`src/common/i3c_cfg_consts.svh`:
```
// Register data and address widths, register addresses and field bit positions
`ifndef I3C_CFG_CONSTS_SVH
`define I3C_CFG_CONSTS_SVH

// Register bus widths
`define CSR_DW 32
`define CSR_AW 2

// Register map
`define ADDR_HC_CONTROL      2'd0
`define ADDR_PIO_CONTROL     2'd1
`define ADDR_STBY_CR_CONTROL 2'd2
`define ADDR_STATUS          2'd3

// HC_CONTROL fields
`define BUS_ENABLE      0
`define RESUME          1
`define ABORT           2
`define I2C_DEV_PRESENT 3

// PIO_CONTROL fields
`define PIO_ENABLE 0
`define PIO_RS     1
`define PIO_ABORT  2

// STBY_CR_CONTROL fields, init field is two bits
`define STBY_INIT_LSB  0
`define TARGET_XACT_EN 2

// STATUS fields, both two bits wide
`define STATUS_STATE_LSB 0
`define STATUS_PHY_LSB   4

`endif

```
`src/common/i3c_cfg_pkg.sv`:
```
// Role, PHY select and bus state enums and the core configuration struct
package i3c_cfg_pkg;

  // Active role of the core
  // Codes line up with the PHY select codes
  typedef enum logic [1:0] {
    role_i2c_ctrl = 2'd0,
    role_i3c_ctrl = 2'd1,
    role_i2c_tgt  = 2'd2,
    role_i3c_tgt  = 2'd3
  } core_role_e;

  // PHY multiplexer select
  typedef enum logic [1:0] {
    phy_i2c_ctrl = 2'd0,
    phy_i3c_ctrl = 2'd1,
    phy_i2c_tgt  = 2'd2,
    phy_i3c_tgt  = 2'd3
  } phy_sel_e;

  // Controller bus state
  // Code 3 is never entered
  typedef enum logic [1:0] {
    bus_idle    = 2'd0,
    bus_running = 2'd1,
    bus_halted  = 2'd2
  } bus_state_e;

  // Core configuration seen by the bus engine and PHY
  // Exactly one of the four enables is high
  typedef struct packed {
    logic     i2c_active_en;
    logic     i3c_active_en;
    logic     i2c_standby_en;
    logic     i3c_standby_en;
    // Matches the active role
    phy_sel_e phy_mux_select;
    // Target transaction interface enable
    logic     tti_enable;
  } core_config_t;

endpackage

```
`src/common/csr_if.sv`:
```
// Interface csr_if with the decoded register fields and its modports
`timescale 1ns/100ps

interface csr_if;

  // HC_CONTROL fields
  logic       bus_enable;
  logic       resume;
  logic       abort;
  logic       i2c_dev_present;

  // PIO_CONTROL fields
  logic       pio_enable;
  logic       pio_rs;
  logic       pio_abort;

  // STBY_CR_CONTROL fields
  logic [1:0] stby_cr_enable_init;
  logic       target_xact_enable;

  // Register file side
  modport regs (
    output bus_enable, resume, abort, i2c_dev_present,
    output pio_enable, pio_rs, pio_abort,
    output stby_cr_enable_init, target_xact_enable
  );

  // Consumer side
  modport cfg (
    input bus_enable, resume, abort, i2c_dev_present,
    input pio_enable, pio_rs, pio_abort,
    input stby_cr_enable_init, target_xact_enable
  );

endinterface

```
`src/hw/bus_ctrl_fsm.sv`:
```
// Module bus_ctrl_fsm: controller state machine, PIO run level and queue flush
`timescale 1ns/100ps

module bus_ctrl_fsm (
  input  logic                    clk_i,
  input  logic                    rst,
  csr_if.cfg                      cfg,
  input  logic                    halt_req,
  output i3c_cfg_pkg::bus_state_e bus_state,
  output logic                    pio_run,
  output logic                    queue_flush
);

  i3c_cfg_pkg::bus_state_e state_d;

  // Next state
  always_comb begin
    state_d = bus_state;
    if (!cfg.bus_enable) begin
      // Disable wins from any state
      state_d = i3c_cfg_pkg::bus_idle;
    end else begin
      case (bus_state)
        i3c_cfg_pkg::bus_idle: begin
          state_d = i3c_cfg_pkg::bus_running;
        end
        i3c_cfg_pkg::bus_running: begin
          // halt_req from the bus core acts this edge
          if (cfg.abort || halt_req) begin
            state_d = i3c_cfg_pkg::bus_halted;
          end
        end
        i3c_cfg_pkg::bus_halted: begin
          if (cfg.resume) begin
            state_d = i3c_cfg_pkg::bus_running;
          end
        end
        default: state_d = i3c_cfg_pkg::bus_idle;
      endcase
    end
  end

  // State and PIO queue controls
  // pio_run and the flush follow the new state, same edge
  always_ff @(posedge clk_i) begin
    if (rst) begin
      bus_state   <= i3c_cfg_pkg::bus_idle;
      pio_run     <= 1'b0;
      queue_flush <= 1'b0;
    end else begin
      bus_state   <= state_d;
      pio_run     <= (state_d == i3c_cfg_pkg::bus_running) &&
                     cfg.pio_enable && !cfg.pio_abort;
      // Flush on PIO reset or halt entry
      queue_flush <= cfg.pio_rs ||
                     ((state_d == i3c_cfg_pkg::bus_halted) &&
                      (bus_state != i3c_cfg_pkg::bus_halted));
    end
  end

endmodule

```
`src/hw/configuration.sv`:
```
// Module configuration: role decode into the registered core configuration
`timescale 1ns/100ps

module configuration (
  input  logic                      clk_i,
  input  logic                      rst,
  csr_if.cfg                        cfg,
  output i3c_cfg_pkg::core_config_t core_config
);

  i3c_cfg_pkg::core_role_e   role;
  i3c_cfg_pkg::core_config_t config_d;

  // Role from standby init and legacy device fields
  always_comb begin
    case (cfg.stby_cr_enable_init)
      2'd1:    role = i3c_cfg_pkg::role_i3c_tgt;
      2'd2:    role = i3c_cfg_pkg::role_i2c_tgt;
      // 0 and 3 keep an active controller
      default: role = cfg.i2c_dev_present ? i3c_cfg_pkg::role_i2c_ctrl
                                          : i3c_cfg_pkg::role_i3c_ctrl;
    endcase
  end

  // One-hot enables and PHY select from role
  always_comb begin
    config_d = '0;
    case (role)
      i3c_cfg_pkg::role_i2c_ctrl: begin
        config_d.i2c_active_en  = 1'b1;
        config_d.phy_mux_select = i3c_cfg_pkg::phy_i2c_ctrl;
      end
      i3c_cfg_pkg::role_i3c_ctrl: begin
        config_d.i3c_active_en  = 1'b1;
        config_d.phy_mux_select = i3c_cfg_pkg::phy_i3c_ctrl;
      end
      i3c_cfg_pkg::role_i2c_tgt: begin
        config_d.i2c_standby_en = 1'b1;
        config_d.phy_mux_select = i3c_cfg_pkg::phy_i2c_tgt;
      end
      default: begin
        config_d.i3c_standby_en = 1'b1;
        config_d.phy_mux_select = i3c_cfg_pkg::phy_i3c_tgt;
      end
    endcase
    // TTI only meaningful as a target
    config_d.tti_enable = cfg.target_xact_enable &
                          (config_d.i2c_standby_en | config_d.i3c_standby_en);
  end

  // Registered outputs, reset lands on the I3C controller
  always_ff @(posedge clk_i) begin
    if (rst) begin
      core_config                <= '0;
      core_config.i3c_active_en  <= 1'b1;
      core_config.phy_mux_select <= i3c_cfg_pkg::phy_i3c_ctrl;
    end else begin
      core_config <= config_d;
    end
  end

endmodule

```
`src/hw/csr_regs/i3c_csr_regs.sv`:
```
// Module i3c_csr_regs: control registers, pulse bits, status word and read path
`timescale 1ns/100ps
`include "i3c_cfg_consts.svh"

module i3c_csr_regs (
  input  logic                   clk_i,
  input  logic                   rst,
  input  logic                   wr_en,
  input  logic                   rd_en,
  input  logic [`CSR_AW-1:0]     addr,
  input  logic [`CSR_DW-1:0]     wdata,
  input  i3c_cfg_pkg::bus_state_e bus_state,
  input  i3c_cfg_pkg::phy_sel_e  phy_mux_select,
  output logic [`CSR_DW-1:0]     rdata,
  csr_if.regs                    regs
);

  // HC_CONTROL
  logic       bus_enable_q;
  logic       resume_q;
  logic       abort_q;
  logic       i2c_dev_present_q;
  // PIO_CONTROL
  logic       pio_enable_q;
  logic       pio_rs_q;
  logic       pio_abort_q;
  // STBY_CR_CONTROL
  logic [1:0] stby_init_q;
  logic       target_xact_q;

  logic [`CSR_DW-1:0] rd_word;

  // Write path
  always_ff @(posedge clk_i) begin
    if (rst) begin
      bus_enable_q      <= 1'b0;
      resume_q          <= 1'b0;
      abort_q           <= 1'b0;
      i2c_dev_present_q <= 1'b0;
      pio_enable_q      <= 1'b0;
      pio_rs_q          <= 1'b0;
      pio_abort_q       <= 1'b0;
      stby_init_q       <= 2'b00;
      target_xact_q     <= 1'b0;
    end else begin
      // Pulse bits live for one cycle unless rewritten
      resume_q <= 1'b0;
      abort_q  <= 1'b0;
      pio_rs_q <= 1'b0;
      if (wr_en) begin
        case (addr)
          `ADDR_HC_CONTROL: begin
            bus_enable_q      <= wdata[`BUS_ENABLE];
            resume_q          <= wdata[`RESUME];
            abort_q           <= wdata[`ABORT];
            i2c_dev_present_q <= wdata[`I2C_DEV_PRESENT];
          end
          `ADDR_PIO_CONTROL: begin
            pio_enable_q <= wdata[`PIO_ENABLE];
            pio_rs_q     <= wdata[`PIO_RS];
            pio_abort_q  <= wdata[`PIO_ABORT];
          end
          `ADDR_STBY_CR_CONTROL: begin
            stby_init_q   <= wdata[`STBY_INIT_LSB +: 2];
            target_xact_q <= wdata[`TARGET_XACT_EN];
          end
          // STATUS is read only
          default: ;
        endcase
      end
    end
  end

  // Read mux, unlisted bits stay 0
  always_comb begin
    rd_word = '0;
    case (addr)
      `ADDR_HC_CONTROL: begin
        rd_word[`BUS_ENABLE]      = bus_enable_q;
        rd_word[`RESUME]          = resume_q;
        rd_word[`ABORT]           = abort_q;
        rd_word[`I2C_DEV_PRESENT] = i2c_dev_present_q;
      end
      `ADDR_PIO_CONTROL: begin
        rd_word[`PIO_ENABLE] = pio_enable_q;
        rd_word[`PIO_RS]     = pio_rs_q;
        rd_word[`PIO_ABORT]  = pio_abort_q;
      end
      `ADDR_STBY_CR_CONTROL: begin
        rd_word[`STBY_INIT_LSB +: 2] = stby_init_q;
        rd_word[`TARGET_XACT_EN]     = target_xact_q;
      end
      default: begin
        rd_word[`STATUS_STATE_LSB +: 2] = bus_state;
        rd_word[`STATUS_PHY_LSB +: 2]   = phy_mux_select;
      end
    endcase
  end

  // Read data captured on rd_en, held otherwise
  always_ff @(posedge clk_i) begin
    if (rst) begin
      rdata <= '0;
    end else if (rd_en) begin
      rdata <= rd_word;
    end
  end

  // Fields out to consumers
  assign regs.bus_enable          = bus_enable_q;
  assign regs.resume              = resume_q;
  assign regs.abort               = abort_q;
  assign regs.i2c_dev_present     = i2c_dev_present_q;
  assign regs.pio_enable          = pio_enable_q;
  assign regs.pio_rs              = pio_rs_q;
  assign regs.pio_abort           = pio_abort_q;
  assign regs.stby_cr_enable_init = stby_init_q;
  assign regs.target_xact_enable  = target_xact_q;

endmodule

```
`src/hw/i3c_config_top.sv`:
```
// Module i3c_config_top: register file, configuration and bus control
`timescale 1ns/100ps
`include "i3c_cfg_consts.svh"

module i3c_config_top (
  input  logic               clk_i,
  input  logic               rst,
  input  logic               wr_en,
  input  logic               rd_en,
  input  logic [`CSR_AW-1:0] addr,
  input  logic [`CSR_DW-1:0] wdata,
  input  logic               halt_req,
  output logic [`CSR_DW-1:0] rdata,
  output logic [1:0]         phy_mux_select,
  output logic               i2c_active_en,
  output logic               i3c_active_en,
  output logic               i2c_standby_en,
  output logic               i3c_standby_en,
  output logic               tti_enable,
  output logic               pio_run,
  output logic               queue_flush,
  output logic [1:0]         bus_state
);

  i3c_cfg_pkg::core_config_t core_cfg;
  i3c_cfg_pkg::bus_state_e   state_w;

  // Decoded register fields
  csr_if csr_if_i ();

  i3c_csr_regs regs_i (
    .clk_i          (clk_i),
    .rst            (rst),
    .wr_en          (wr_en),
    .rd_en          (rd_en),
    .addr           (addr),
    .wdata          (wdata),
    .bus_state      (state_w),
    .phy_mux_select (core_cfg.phy_mux_select),
    .rdata          (rdata),
    .regs           (csr_if_i.regs)
  );

  configuration config_i (
    .clk_i       (clk_i),
    .rst         (rst),
    .cfg         (csr_if_i.cfg),
    .core_config (core_cfg)
  );

  bus_ctrl_fsm bus_ctrl_i (
    .clk_i       (clk_i),
    .rst         (rst),
    .cfg         (csr_if_i.cfg),
    .halt_req    (halt_req),
    .bus_state   (state_w),
    .pio_run     (pio_run),
    .queue_flush (queue_flush)
  );

  // Core configuration onto plain ports
  assign i2c_active_en  = core_cfg.i2c_active_en;
  assign i3c_active_en  = core_cfg.i3c_active_en;
  assign i2c_standby_en = core_cfg.i2c_standby_en;
  assign i3c_standby_en = core_cfg.i3c_standby_en;
  assign phy_mux_select = core_cfg.phy_mux_select;
  assign tti_enable     = core_cfg.tti_enable;
  assign bus_state      = state_w;

endmodule

```
`config.mk`:
```
export PLATFORM = sky130hd
export DESIGN_NAME = i3c_config_top
export DESIGN_NICKNAME = d
export VERILOG_FILES = /design/src/common/i3c_cfg_pkg.sv /design/src/common/csr_if.sv /design/src/hw/bus_ctrl_fsm.sv /design/src/hw/configuration.sv /design/src/hw/csr_regs/i3c_csr_regs.sv /design/src/hw/i3c_config_top.sv
export VERILOG_INCLUDE_DIRS = /design/src /design/src/common
export SDC_FILE = /design/constraint.sdc
export NUM_CORES = 1
export LEC_CHECK = 0
export BUFFER_PORTS_ARGS = -buffer_cell sky130_fd_sc_hd__buf_2
export CAP_MARGIN = 25
export CELL_PAD_IN_SITES_DETAIL_PLACEMENT = 1
export CELL_PAD_IN_SITES_GLOBAL_PLACEMENT = 2
export CORE_MARGIN = 2
export CORE_UTILIZATION = 24
export CTS_BUF_LIST = sky130_fd_sc_hd__clkbuf_16
export DETAILED_ROUTE_END_ITERATION = 10
export PLACE_DENSITY = 0.81
export SLEW_MARGIN = 30
export SYNTH_ARGS = -nofsm -noshare
export SYNTH_HDL_FRONTEND = slang
export SYNTH_HIERARCHICAL = 1
export SYNTH_SLANG_ARGS = --single-unit
export TNS_END_PERCENT = 10
```
`constraint.sdc`:
```
create_clock -name clk_i -period 2.2 [get_ports clk_i]
set_clock_uncertainty 0.05 [all_clocks]
set_input_delay 0.11 -clock clk_i [delete_from_list [all_inputs] [get_ports clk_i]]
set_output_delay 0.11 -clock clk_i [all_outputs]
set_load 0.02 [all_outputs]
```
== Word level (Yosys, flattened, before mapping) ==
Cells that the tools add are included.
Cells by class
  eq/ne operators: 11
  reduce and logical (&&, ||, !) cells: 16
  bitwise gates (word level): 5
  muxes and demuxes: 15
Operators by type and width (number)
  $pmux 2 s3: 3
  $reduce_or 3->1: 4
  $eq 2x1->1 const B: 5
  $eq 2x2->1 const B: 5
  $mux 2: 4
  $logic_not 2->1: 3
  $mux 1: 6
  $reduce_and 2->1: 3
  $pmux 2 s2: 1
  $logic_and 1x1->1: 3
  $not 1->1: 3
  $pmux 1 s3: 1
  $logic_or 1x1->1: 2
  $ne 2x2->1 const B: 1
  $and 1x1->1: 1
  $logic_not 1->1: 1
  $or 1x1->1: 1
Storage, ports and cells
  input bits: 39
  flip-flop bits (word level): 27
  output and inout bits: 43
  word-level logic and storage cells: 66

== Logic depth before layout (Yosys ltp) ==
Gate-level depths: netlist of run 1.
  depth in word-level cells: 7
  gate-level depth with buffers: 4
  gate-level depth less buffers: 4

== By module ==
The synthesis of run 1 kept the hierarchy.
By module, submodules not included
  i3c_csr_regs: times used 1, cells an instance 92, sequential area each 320.3 um^2, area each 872.1 um^2
  configuration: times used 1, cells an instance 21, sequential area each 140.1 um^2, area each 230.2 um^2
  bus_ctrl_fsm: times used 1, cells an instance 15, sequential area each 80.1 um^2, area each 152.6 um^2

== Worst setup path after synthesis of run 1 ==
No wires, ideal clock.
  path type: register to register
  from: reg bus_ctrl_i.bus_state[0]
  to: reg regs_i.rdata[0]
  buffers on the path: 0
  required time: 2.022 ns
  period minus slack after synthesis: 1.211 ns
  data arrival time: 1.033 ns
  stages on the path, launching flop included: 4
  slack: 0.989 ns
  library setup time: 0.128 ns
  path through: dfxtp_1 -> mux4_2 -> mux2i_1 -> nor2_1
On the way
  word-level cells in the longest chain between the ends: 1
RTL lines
  start, declared: RTL line bus_ctrl_fsm.sv:9  | output i3c_cfg_pkg::bus_state_e bus_state,
  start signal, assigned: RTL line bus_ctrl_fsm.sv:47  | bus_state <= i3c_cfg_pkg::bus_idle;
  start signal, assigned: RTL line bus_ctrl_fsm.sv:51  | bus_state <= state_d;
  $pmux 2 s3: RTL line i3c_csr_regs.sv:77  | case (addr)
  end signal, assigned: RTL line i3c_csr_regs.sv:105  | rdata <= rd_word;
  end, declared: RTL line i3c_csr_regs.sv:14  | output logic [`CSR_DW-1:0] rdata,
No other way between the ends.
A chain may end at the register's enable or synchronous reset.

== Worst setup path after layout of run 1 ==
  from: reg regs_i.stby_init_q[0], in the netlist regs_i/regs.stby_cr_enable_init[0]
  to: reg config_i/core_config[1] (netlist name)
On the way
  word-level cells in the longest chain between the ends: 4
  elaborated cells between the ends (all ways): 7
  those cells by class: eq/ne (4); mux (2); reduce/logical (1)
RTL lines
  start, declared: RTL line i3c_csr_regs.sv:28  | logic [1:0] stby_init_q;
  start signal, assigned: RTL line i3c_csr_regs.sv:64  | stby_init_q <= wdata[`STBY_INIT_LSB +: 2];
  $eq 2x2->1 or $eq 2x1->1 (tied branches): RTL line configuration.sv:16  | case (cfg.stby_cr_enable_init)
  $pmux 2 s2 *: RTL line configuration.sv:16
  $eq 2x2->1 (tied with other cells): RTL line configuration.sv:28  | case (role)
  $pmux 2 s3 *: RTL line configuration.sv:28
Every way passes the cells marked *; elsewhere a longest branch is shown, timed or not.

==> tab_implementation.tex, run 1 <==
\begin{tabular}{lr}
\hline
Metric & Value \\
\hline
\multicolumn{2}{l}{\textbf{Status}} \\
Run status & complete, no violations \\
\multicolumn{2}{l}{\textbf{STA}} \\
Post-layout min period & roughly 1.3 ns \\
Final setup violation count & 0 \\
Final Hold Violating Endpoints & 0 \\
Max Freq & between 700 and 800 MHz \\
Unrepaired setup endpoints after global routing & no \\
Post-route fraction of the period consumed by the critical path & between 50\% and 60\% \\
Setup TNS after final layout & 0 ns \\
Final-report max-slew violation count & 0 \\
Fin worst setup slack & just over 0.9 ns \\
\multicolumn{2}{l}{\textbf{Layout}} \\
Filler Cells Inserted & approximately 630 \\
Total inserted antenna cells & 0 \\
Fraction of final layout cells sized beyond drive strength 1 & around 23\% \\
Layout area overhead & 13.8\% \\
Filler-free cell count of the finished design & $\sim$220 \\
Final Net Count & a little under 200 \\
Commonest cells after routing, fill and taps aside & dfxtp\_1, buf\_2, conb\_1, nor2\_1, mux2i\_1 \\
Final instance area & 1430 um2 \\
\multicolumn{2}{l}{\textbf{Yosys}} \\
Compound-cell area share of the yosys netlist & 6.08\% \\
Total standard cell area after synthesis & roughly 1300 um2 \\
Warnings from Yosys & 6 \\
Seq/Total Area, Yosys & between 40\% and 50\% \\
Number of standard cells after synthesis & between 100 and 150 \\
Post-synthesis sequential element count & 27 \\
Average cell area after synthesis & between 9 and 10 um2 \\
Area share of fa/ha/maj cells after synthesis & 1.99\% \\
Netlist cell types & 31 \\
Simple-gate area share of the yosys netlist & 17.4\% \\
Post-synthesis xor/xnor area fraction & 0\% \\
Proportion of synthesized area in mux cells & between 10\% and 20\% \\
Combinational family with the most area after synthesis & buffers and inverters \\
\multicolumn{2}{l}{\textbf{Placement}} \\
Cell count after placement & $\sim$220 \\
GPL Wtd Cong & 0.703 \\
Area after DPL & around 1300 um2 \\
Count of port buffers added during placement & 27 \\
Post-place setup slack & 0.917 ns \\
DPL Wire Length & between 1500 and 2000 um \\
\multicolumn{2}{l}{\textbf{Clock tree}} \\
CTS root buffer & clkbuf\_16 \\
Post-cts resize count & 0 \\
Postcts setup bufs & 0 \\
Worst-Skew Late Latency & 0.26 ns \\
TritonCTS clock tree & built \\
CTS Buffer Depth & 2 \\
Clock sink count & 27 \\
Level count of the clock H-tree & 1 \\
Cts bufs inserted & 3 \\
Clock transition at path regs & about 0.06 ns \\
Count of hold-fix buffers inserted at cts & 0 \\
\multicolumn{2}{l}{\textbf{Min path}} \\
Hold/Removal Path Class & in2reg \\
Startpoint of the worst hold path & wdata[3] \\
\multicolumn{2}{l}{\textbf{Detailed routing}} \\
Count of TritonRoute iterations in the first routing pass & 4 \\
Iteration-0 DRC count of the detailed router & 30 \\
Number of routed nets with antenna violations & 0 \\
WL final & $\sim$2500 um \\
Residual DRC count & 0 \\
Vias after detailed routing & $\sim$860 \\
Routed len/inst & between 10 and 15 um \\
Via-per-instance ratio & a little under 4 \\
\multicolumn{2}{l}{\textbf{Power}} \\
Switching part of the total & between 20\% and 30\% \\
Internal power & $\sim$0.8 mW \\
Standby leakage power & approximately 0.66 nW \\
Net switching component of the power & approximately 0.25 mW \\
Maximum ir drop on the vdd rail & around 280 uV \\
Power density over the cells & 722 nW/um2 \\
Clock network power share & 39.1\% \\
Share of total power in sequential cells & about half \\
Comb pwr share & a little under an eighth \\
\multicolumn{2}{l}{\textbf{Global route}} \\
Largest net degree at the start of global routing & 25 \\
Total gr overflow & 0 \\
Number of global-route vias before repair & 847 \\
Initial antenna violation count & 0 \\
Global-route wire length before repair & around 4200 um \\
Aggregate global-route resource usage & 8.87\% \\
\multicolumn{2}{l}{\textbf{Floorplanning}} \\
I/O pin total & 82 \\
Horizontal die dimension & between 70 and 80 um \\
Area of the die & 5820 um2 \\
DIE HEIGHT & 76.3 um \\
Number of placement rows & 26 \\
Area of the core region & approximately 5100 um2 \\
Initial cell density of the core & between 20 and 25\% \\
\multicolumn{2}{l}{\textbf{Critical path}} \\
Largest fanout on the critical path & 5 \\
Setup crit start kind & flip-flop \\
Worst setup startpoint & regs\_i/regs.stby\_cr\_enable\_init[0] \\
Worst Path Class, Setup & reg2reg \\
Data required time of the critical path & 2.29 ns \\
Worst reg2reg setup slack & around 0.93 ns \\
Endpoint arrival time on the critical path & around 1.4 ns \\
CP Capture Type & flip-flop \\
Launch point of the worst reg-to-reg path & regs\_i/regs.stby\_cr\_enable\_init[0] \\
\multicolumn{2}{l}{\textbf{Flow run}} \\
Number of max-cap violations & 0 \\
\hline
\end{tabular}
power by group through the flow:
stage	Combinational [mW]	Sequential (mW)	Clock [mW]
2_1_floorplan	0.118	0.527	0
3_3_place_gp	0.118	0.520	0
3_5_place_dp	0.119	0.520	0
4_1_cts	0.120	0.509	0.414
5_1_grt	0.130	0.510	0.438
6_report	0.120	0.509	0.403
registers in the layout, summed over array words and instances (netlist names):
| register | count |
|---|---|
| config_i/core_config | 7 |
| regs_i/rdata | 6 |
| bus_ctrl_i/bus_state | 2 |
| regs_i/regs.stby_cr_enable_init | 2 |
| bus_ctrl_i/pio_run | 1 |
| bus_ctrl_i/queue_flush | 1 |
| regs_i/regs.abort | 1 |
| regs_i/regs.bus_enable | 1 |
| regs_i/regs.i2c_dev_present | 1 |
| regs_i/regs.pio_abort | 1 |
| regs_i/regs.pio_enable | 1 |
| regs_i/regs.pio_rs | 1 |
| regs_i/regs.resume | 1 |
| regs_i/regs.target_xact_enable | 1 |
final timing paths:
check,end,cells after the start
worst min-delay path,regs_i/regs.i2c_dev_present,3
worst max register to register,config_i/core_config[1],3
worst min register to register,regs_i/rdata[3],2
worst max-delay path,config_i/core_config[1],3
kinds of logic after synthesis:
family / Yosys count
simple gates: 39
buf+inv: 37
flops: 27
mux: 12
compound gates: 10
fa+ha+maj: 2
other cells: 1
worst max-delay path, cell delays in order, from the launching register on:
cell,delay [ns]
dfxtp_1,0.38
inv_1,0.06
ha_1,0.35
a211o_1,0.32
metal layers:
metal | GRT usage, % | part of all wire, % | wire [um] | up-vias
li1 | - | - | - | 427
met4 | 4.36 | 1.1 | 27 | 0
met1 | 11.8 | 47 | 1180 | 405
met5 | 0 | 0 | 0 | -
met3 | 1.66 | 5.9 | 148 | 2
met2 | 13.8 | 46 | 1150 | 30
final cells by class:
type / instances / area, um2 / area share, %
multi-input cells: 89 / 563 / 39.4
clock inverters: 1 / 3.75 / 0.263
flip-flops and latches: 27 / 541 / 37.9
inverters: 6 / 22.5 / 1.58
well taps: 70 / 87.6 / 6.13
clock buffers: 3 / 75.1 / 5.26
repair buffers: 27 / 135 / 9.47
cell usage after synthesis, drive strengths merged:
master | instances | area [um2]
clkbuf | 3 | 11.3
nor4b | 1 | 8.76
dfxtp | 27 | 541
nor2 | 14 | 52.6
a211o | 1 | 8.76
o22ai | 1 | 6.26
a21o | 1 | 8.76
nand2 | 2 | 7.51
o211ai | 1 | 7.51
buf | 28 | 211
mux2i | 10 | 100
nor2b | 3 | 18.8
mux4 | 2 | 45.0
a221oi | 1 | 15.0
and3b | 1 | 8.76
nor3 | 2 | 10.0
or3 | 2 | 12.5
nand4 | 2 | 12.5
nand3b | 3 | 22.5
nor3b | 1 | 12.5
a21oi | 4 | 20.0
ha | 2 | 25.0
conb | 1 | 3.75
and4b | 1 | 10.0
o211a | 1 | 10.0
nand3 | 1 | 5.00
and2 | 1 | 6.26
inv | 6 | 22.5
nand2b | 5 | 31.3
per-stage QoR:
| step | power, mW | hold slack [ns] | util [%] |
|---|---|---|---|
| 6_report | 1.03 | 0.0524 | 28.1 |
| 3_5_place_dp | 0.639 | 0.317 | 26.6 |
| 4_1_cts | 1.04 | 0.0512 | 28.1 |
| 5_1_grt | 1.08 | 0.0821 | 28.1 |
| 2_1_floorplan | 0.644 | 0.132 | - |
| 3_3_place_gp | 0.637 | 0.310 | 26.6 |
No activity file was read; power rests on OpenSTA's default activity.
==> run 2: changes to the inputs <==
- ABC_AREA: unset -> 1
- CORE_UTILIZATION: 24 -> 19
- PLACE_DENSITY: 0.81 -> 0.73
- clock period: 2.2 -> 1.1 ns (I/O delays scaled with it)
==> tab_implementation.tex, run 2 <==
\begin{tabular}{lr}
\hline
Metric & Value \\
\hline
\multicolumn{2}{l}{\textbf{Clock tree}} \\
TritonCTS clock tree & built \\
Postcts setup bufs & 0 \\
Clock sink count & 27 \\
Cts bufs inserted & 3 \\
CTS Buffer Depth & 2 \\
CTS root buffer & clkbuf\_16 \\
Clock transition at path regs & around 0.07 ns \\
Level count of the clock H-tree & 1 \\
Worst-Skew Late Latency & about 0.26 ns \\
\multicolumn{2}{l}{\textbf{Floorplanning}} \\
Initial cell density of the core & 19.3\% \\
Area of the core region & about 6700 um2 \\
Area of the die & 7510 um2 \\
I/O pin total & 82 \\
Horizontal die dimension & 86.7 um \\
DIE HEIGHT & 86.7 um \\
Number of placement rows & 30 \\
\multicolumn{2}{l}{\textbf{Global route}} \\
Number of global-route vias before repair & roughly 1100 \\
Initial antenna violation count & 0 \\
Total gr overflow & 0 \\
Global-route wire length before repair & approximately 4800 um \\
Aggregate global-route resource usage & around 8.0\% \\
Largest net degree at the start of global routing & 15 \\
\multicolumn{2}{l}{\textbf{Placement}} \\
Post-place setup slack & 0.0345 ns \\
Count of port buffers added during placement & 27 \\
GPL Wtd Cong & between 0.7 and 0.8 \\
DPL Wire Length & roughly 2200 um \\
\multicolumn{2}{l}{\textbf{Power}} \\
Overall power of the completed layout & 2.18 mW \\
Power density over the cells & between 1000 and 1500 nW/um2 \\
Maximum ir drop on the vdd rail & slightly below 600 uV \\
Standby leakage power & roughly 0.75 nW \\
\multicolumn{2}{l}{\textbf{Yosys}} \\
Cell types with the largest area share after synthesis & dfxtp\_1, buf\_4, inv\_1, nand2\_1, nor2\_1 \\
Cell type with the highest aggregate area in the netlist & dfxtp\_1 \\
Async set-reset flop share out of synthesis & 0\% \\
Average cell area after synthesis & 7.51 um2 \\
Number of standard cells after synthesis & about 170 \\
Warnings from Yosys & 6 \\
Most frequently used flop master after synthesis & dfxtp\_1 \\
Most frequent cell after synthesis & dfxtp\_1 \\
Top cell type's share of synthesized area & 41.6\% \\
Top cells by count, synth & dfxtp\_1, buf\_4, inv\_1 \\
Seq/Total Area, Yosys & 41.6\% \\
Total standard cell area after synthesis & roughly 1300 um2 \\
Number of enable-type register cells in the synthesized netlist & 0 \\
Post-synthesis sequential element count & 27 \\
Netlist cell types & 20 \\
\multicolumn{2}{l}{\textbf{Layout}} \\
Fraction of final layout cells sized beyond drive strength 1 & roughly a fifth \\
Registers with the highest flip-flop counts & config\_i/core\_config: 7 flops, regs\_i/rdata: 6 flops \\
Commonest cells after routing, fill and taps aside & inv\_1, dfxtp\_1, buf\_2, conb\_1, nand2\_1 \\
Final design utilization & $\sim$23\% \\
Max reg flops & 7 \\
Layout area overhead & 17.9\% \\
Register name with the most flops & config\_i/core\_config \\
Total inserted antenna cells & 0 \\
Final Net Count & $\sim$250 \\
\multicolumn{2}{l}{\textbf{Critical path}} \\
Cell-by-cell listing of the critical path & buf\_4, o21ai\_0, nand3\_1, nand2\_1, a21oi\_1 \\
CP Capture Type & flip-flop \\
Setup crit start kind & flip-flop \\
Data required time of the critical path & approximately 1.2 ns \\
Endpoint arrival time on the critical path & roughly 1.1 ns \\
Largest stage delay on the critical path & 0.31 ns \\
Worst Path Class, Setup & reg2reg \\
Largest fanout on the critical path & 3 \\
Buffers plus inverters on the worst setup path & 1 \\
Crit-path slowest cell & dfxtp\_1 \\
CP delay by family, top & flip-flops \\
\multicolumn{2}{l}{\textbf{Detailed routing}} \\
Vias after detailed routing & 1076 \\
WL final & 2830 um \\
Count of TritonRoute iterations in the first routing pass & 4 \\
Routed len/inst & 9.98 um \\
Iteration-0 DRC count of the detailed router & 33 \\
Number of routed nets with antenna violations & 0 \\
Residual DRC count & 0 \\
Via-per-instance ratio & around 3.8 \\
\multicolumn{2}{l}{\textbf{STA}} \\
Unrepaired setup endpoints after global routing & no \\
Final Hold Violating Endpoints & 0 \\
Final setup violation count & 0 \\
Fin worst setup slack & slightly below 0.08 ns \\
Setup TNS after final layout & 0 ns \\
Final-report max-slew violation count & 0 \\
Post-route fraction of the period consumed by the critical path & just over 90\% \\
Max Freq & 978 MHz \\
Post-layout min period & around 1 ns \\
Final hold slack & 0.0184 ns \\
\multicolumn{2}{l}{\textbf{Min path}} \\
Hold/Removal Path Class & in2reg \\
\multicolumn{2}{l}{\textbf{Flow run}} \\
Number of max-cap violations & 0 \\
\multicolumn{2}{l}{\textbf{Status}} \\
Run status & complete, no violations \\
\hline
\end{tabular}
[run 2: cell count changes after synthesis, sizes merged, moves of 2 or more]
cell	previous run	this run
nand2	2	26
inv	6	28
nand3	1	13
o21ai	0	11
mux2i	10	0
nor2	14	21
a21oi	4	9
nand2b	5	0
clkbuf	3	0
nand3b	3	0
nor2b	3	0
mux4	2	0
or3	2	0
[run 2: timing repair]
action,4_1_cts,5_1_grt
endpoints found under the hold margin,4,0
gates resized for setup,0,1
endpoints found under the setup margin,0,2
hold buffers,2,0
[run 2: layout make-up]
class	instances	area [um2]
Fill cell	835	5190
Sequential cell	27	541
Multi-Input combinational cell	114	537
Inverter	28	105
Clock buffer	3	75.1
Timing Repair Buffer	31	170
Clock inverter	1	3.75
Tap cell	80	100
[run 2: logic make-up after synthesis]
kind of cell	share of synthesized area [%]
simple gates	22.1
buf+inv	25.2
fa+ha+maj	1.93
compound gates	8.86
other cells	0.289
flops	41.6
[run 2: metal layers]
| metal | GRT usage (%) | wire length (um) | vias to the layer above |
|---|---|---|---|
| li1 | - | - | 546 |
| met1 | 9.43 | 1300 | 499 |
| met2 | 14.4 | 1350 | 29 |
| met3 | 2.19 | 177 | 2 |
| met4 | 1.70 | 14 | 0 |
| met5 | 0 | 0 | - |
[run 2: final timing paths]
path / depth (start not counted) / startpoint / slack [ns] / endpoint
worst min-delay path: 3 / wdata[1] / 0.02 / regs_i/regs.resume
worst max-delay path: 5 / regs_i/regs.stby_cr_enable_init[0] / 0.08 / regs_i/rdata[0]
worst max register to register: 5 / regs_i/regs.stby_cr_enable_init[0] / 0.08 / regs_i/rdata[0]
worst min register to register: 2 / regs_i/rdata[0] / 0.42 / regs_i/rdata[0]
[run 2: power breakdown]
| group | internal [mW] | switching (mW) |
|---|---|---|
| Combinational | 0.0867 | 0.229 |
| Sequential | 1.02 | 0.0256 |
| Clock | 0.487 | 0.334 |
| Total | 1.59 | 0.588 |
[run 2: worst min-delay path, stage by stage]
cell	delay (ns)
buf_2	0.11
inv_1	0.07
nor3_1	0.05
[run 2: stage by stage]
step                std cells  instance area, um2
floorplan                 198                1390
global placement          278                1420
detailed placement        278                1420
CTS                       284                1520
global route              284                1530
finish                    284                1530
==> run 3: changes to the inputs <==
- HOLD_SLACK_MARGIN: unset -> 0.15
==> tab_implementation.tex, run 3 (same netlist as run 2, synthesis figures left out) <==
\begin{tabular}{lr}
\hline
Metric & Value \\
\hline
\multicolumn{2}{l}{\textbf{Critical path}} \\
Buffers plus inverters on the worst setup path & 2 \\
Largest stage delay on the critical path & roughly 0.52 ns \\
Worst Path Class, Setup & in2reg \\
Worst reg2reg setup slack & roughly 0.080 ns \\
Cells on worst reg2reg path & 5 \\
Endpoint arrival time on the critical path & about 1.1 ns \\
Worst r2r dst & regs\_i/rdata[0] \\
Data required time of the critical path & 1.20 ns \\
Setup crit start kind & primary input \\
Launch point of the worst reg-to-reg path & regs\_i/regs.stby\_cr\_enable\_init[0] \\
CP delay by family, top & buffers and inverters \\
Largest fanout on the critical path & 5 \\
Crit-path slowest cell & dlygate4sd3\_1 \\
Cell-by-cell listing of the critical path & dlygate4sd3\_1, buf\_2, nand3\_1, o21ai\_0, a21oi\_1 \\
CP Capture Type & flip-flop \\
\multicolumn{2}{l}{\textbf{STA}} \\
Max Freq & about 1000 MHz \\
Setup TNS after final layout & 0 ns \\
Final setup violation count & 0 \\
Final-report max-slew violation count & 0 \\
Unrepaired setup endpoints after global routing & no \\
Fin worst setup slack & approximately 0.075 ns \\
Post-route fraction of the period consumed by the critical path & between 90\% and 100\% \\
Post-layout min period & 1.03 ns \\
Final Hold Violating Endpoints & 0 \\
\multicolumn{2}{l}{\textbf{Min path}} \\
Startpoint of the worst hold path & addr[1] \\
End point of the most critical hold path & regs\_i/regs.target\_xact\_enable \\
WHS Path Cells & 3 \\
Hold/Removal Path Class & in2reg \\
\multicolumn{2}{l}{\textbf{Detailed routing}} \\
Residual DRC count & 0 \\
Via-per-instance ratio & 3.81 \\
Number of routed nets with antenna violations & 0 \\
Routed len/inst & approximately 10 um \\
WL final & 2920 um \\
Count of TritonRoute iterations in the first routing pass & 4 \\
Vias after detailed routing & 1109 \\
Iteration-0 DRC count of the detailed router & 21 \\
\multicolumn{2}{l}{\textbf{Layout}} \\
Register name with the most flops & config\_i/core\_config \\
Fraction of final layout cells sized beyond drive strength 1 & slightly below 20\% \\
Layout area overhead & 23.8\% \\
Final instance area & 1610 um2 \\
Most common cell after layout, fill and taps aside & dfxtp\_1 \\
Filler Cells Inserted & $\sim$830 \\
Total area of sequential cells & roughly 540 um2 \\
Area of the multi-input gates & roughly 540 um2 \\
Registers with the highest flip-flop counts & config\_i/core\_config: 7 flops, regs\_i/rdata: 6 flops \\
Total inserted antenna cells & 0 \\
Commonest cells after routing, fill and taps aside & dfxtp\_1, inv\_1, buf\_2, conb\_1, nand2\_1 \\
Filler-free cell count of the finished design & between 200 and 300 \\
Max reg flops & 7 \\
Final Net Count & around 250 \\
\multicolumn{2}{l}{\textbf{Power}} \\
Maximum ir drop on the vdd rail & between 500 and 600 uV \\
Power density over the cells & 1370 nW/um2 \\
Standby leakage power & just under 0.8 nW \\
\multicolumn{2}{l}{\textbf{Global route}} \\
Aggregate global-route resource usage & just over 8\% \\
Largest net degree at the start of global routing & 15 \\
Total gr overflow & 0 \\
Number of global-route vias before repair & 1079 \\
Initial antenna violation count & 0 \\
Global-route wire length before repair & $\sim$5000 um \\
\multicolumn{2}{l}{\textbf{Clock tree}} \\
Clock sink count & 27 \\
Worst-Skew Late Latency & between 0.2 and 0.3 ns \\
TritonCTS clock tree & built \\
CTS root buffer & clkbuf\_16 \\
Clock transition at path regs & approximately 0.070 ns \\
Postcts setup bufs & 0 \\
Level count of the clock H-tree & 1 \\
CTS Buffer Depth & 2 \\
Cts bufs inserted & 3 \\
\multicolumn{2}{l}{\textbf{Floorplanning}} \\
I/O pin total & roughly 80 \\
DIE HEIGHT & $\sim$87 um \\
Initial cell density of the core & about a fifth \\
Area of the core region & 6720 um2 \\
Horizontal die dimension & 86.7 um \\
Area of the die & roughly 7500 um2 \\
Number of placement rows & 30 \\
\multicolumn{2}{l}{\textbf{Status}} \\
Run status & complete, no violations \\
\multicolumn{2}{l}{\textbf{Placement}} \\
Area after DPL & 1420 um2 \\
Post-place setup slack & 0.0345 ns \\
DPL Wire Length & 2230 um \\
Cell count after placement & 278 \\
Count of port buffers added during placement & 27 \\
GPL Wtd Cong & between 0.7 and 0.8 \\
\multicolumn{2}{l}{\textbf{Flow run}} \\
Number of max-cap violations & 0 \\
\hline
\end{tabular}
run 3: worst register-to-register path, stage by stage (launching register included):
cell and delay, ns:
dfxtp_1 0.31, buf_4 0.13, o21ai_0 0.20, nand3_1 0.10, nand2_1 0.07, a21oi_1 0.05
run 3: metal layers:
metal / vias up / share of wire (%) / global-route usage (%) / wire length (um)
met5: - / 0 / 0 / 0
met4: 0 / 0.48 / 1.70 / 14
met1: 517 / 46 / 9.77 / 1350
li1: 561 / - / - / -
met3: 2 / 5.5 / 2.00 / 160
met2: 29 / 48 / 14.7 / 1390
run 3: worst max path at each step:
stage | startpoint | to | slack, ns | depth (start not counted)
2_1_floorplan | regs_i/regs.stby_cr_enable_init[0] | config_i/core_config[1] | 0.07 | 4
5_1_grt | wr_en | regs_i/regs.pio_abort | 0.002 | 5
3_3_place_gp | regs_i/regs.stby_cr_enable_init[0] | config_i/core_config[1] | 0.05 | 5
3_5_place_dp | regs_i/regs.stby_cr_enable_init[0] | config_i/core_config[1] | 0.03 | 4
4_1_cts | regs_i/regs.stby_cr_enable_init[0] | config_i/core_config[1] | 0.03 | 4
6_report | wr_en | regs_i/regs.pio_abort | 0.07 | 5
run 3: power by group:
group          total [mW]  switching [mW]  internal (mW)
sequential           1.04          0.0264           1.02
clock               0.821           0.335          0.487
combinational       0.339           0.233          0.105
run 3: what timing repair did:
item                                   in CTS  in global routing
endpoints found under the hold margin      18                  0
resized for setup                           0                  5
setup endpoints to repair                   0                  6
hold buffers                                9                  0
run 3: area by class of cell:
cell class | count | share of cell area (%)
Clock buffer | 3 | 4.67
Clock inverter | 1 | 0.233
Inverter | 28 | 6.54
Multi-Input combinational cell | 114 | 33.4
Sequential cell | 27 | 33.6
Tap cell | 80 | 6.23
Timing Repair Buffer | 38 | 15.3
run 3: per-stage QoR:
stage / hold slack [ns] / total power, mW / util, %
finish: 0.180 / 2.20 / 23.9
floorplan: 0.0717 / 1.35 / -
global placement: 0.238 / 1.37 / 21.1
detailed placement: 0.235 / 1.37 / 21.1
CTS: 0.182 / 2.23 / 23.6
global route: 0.214 / 2.33 / 23.9
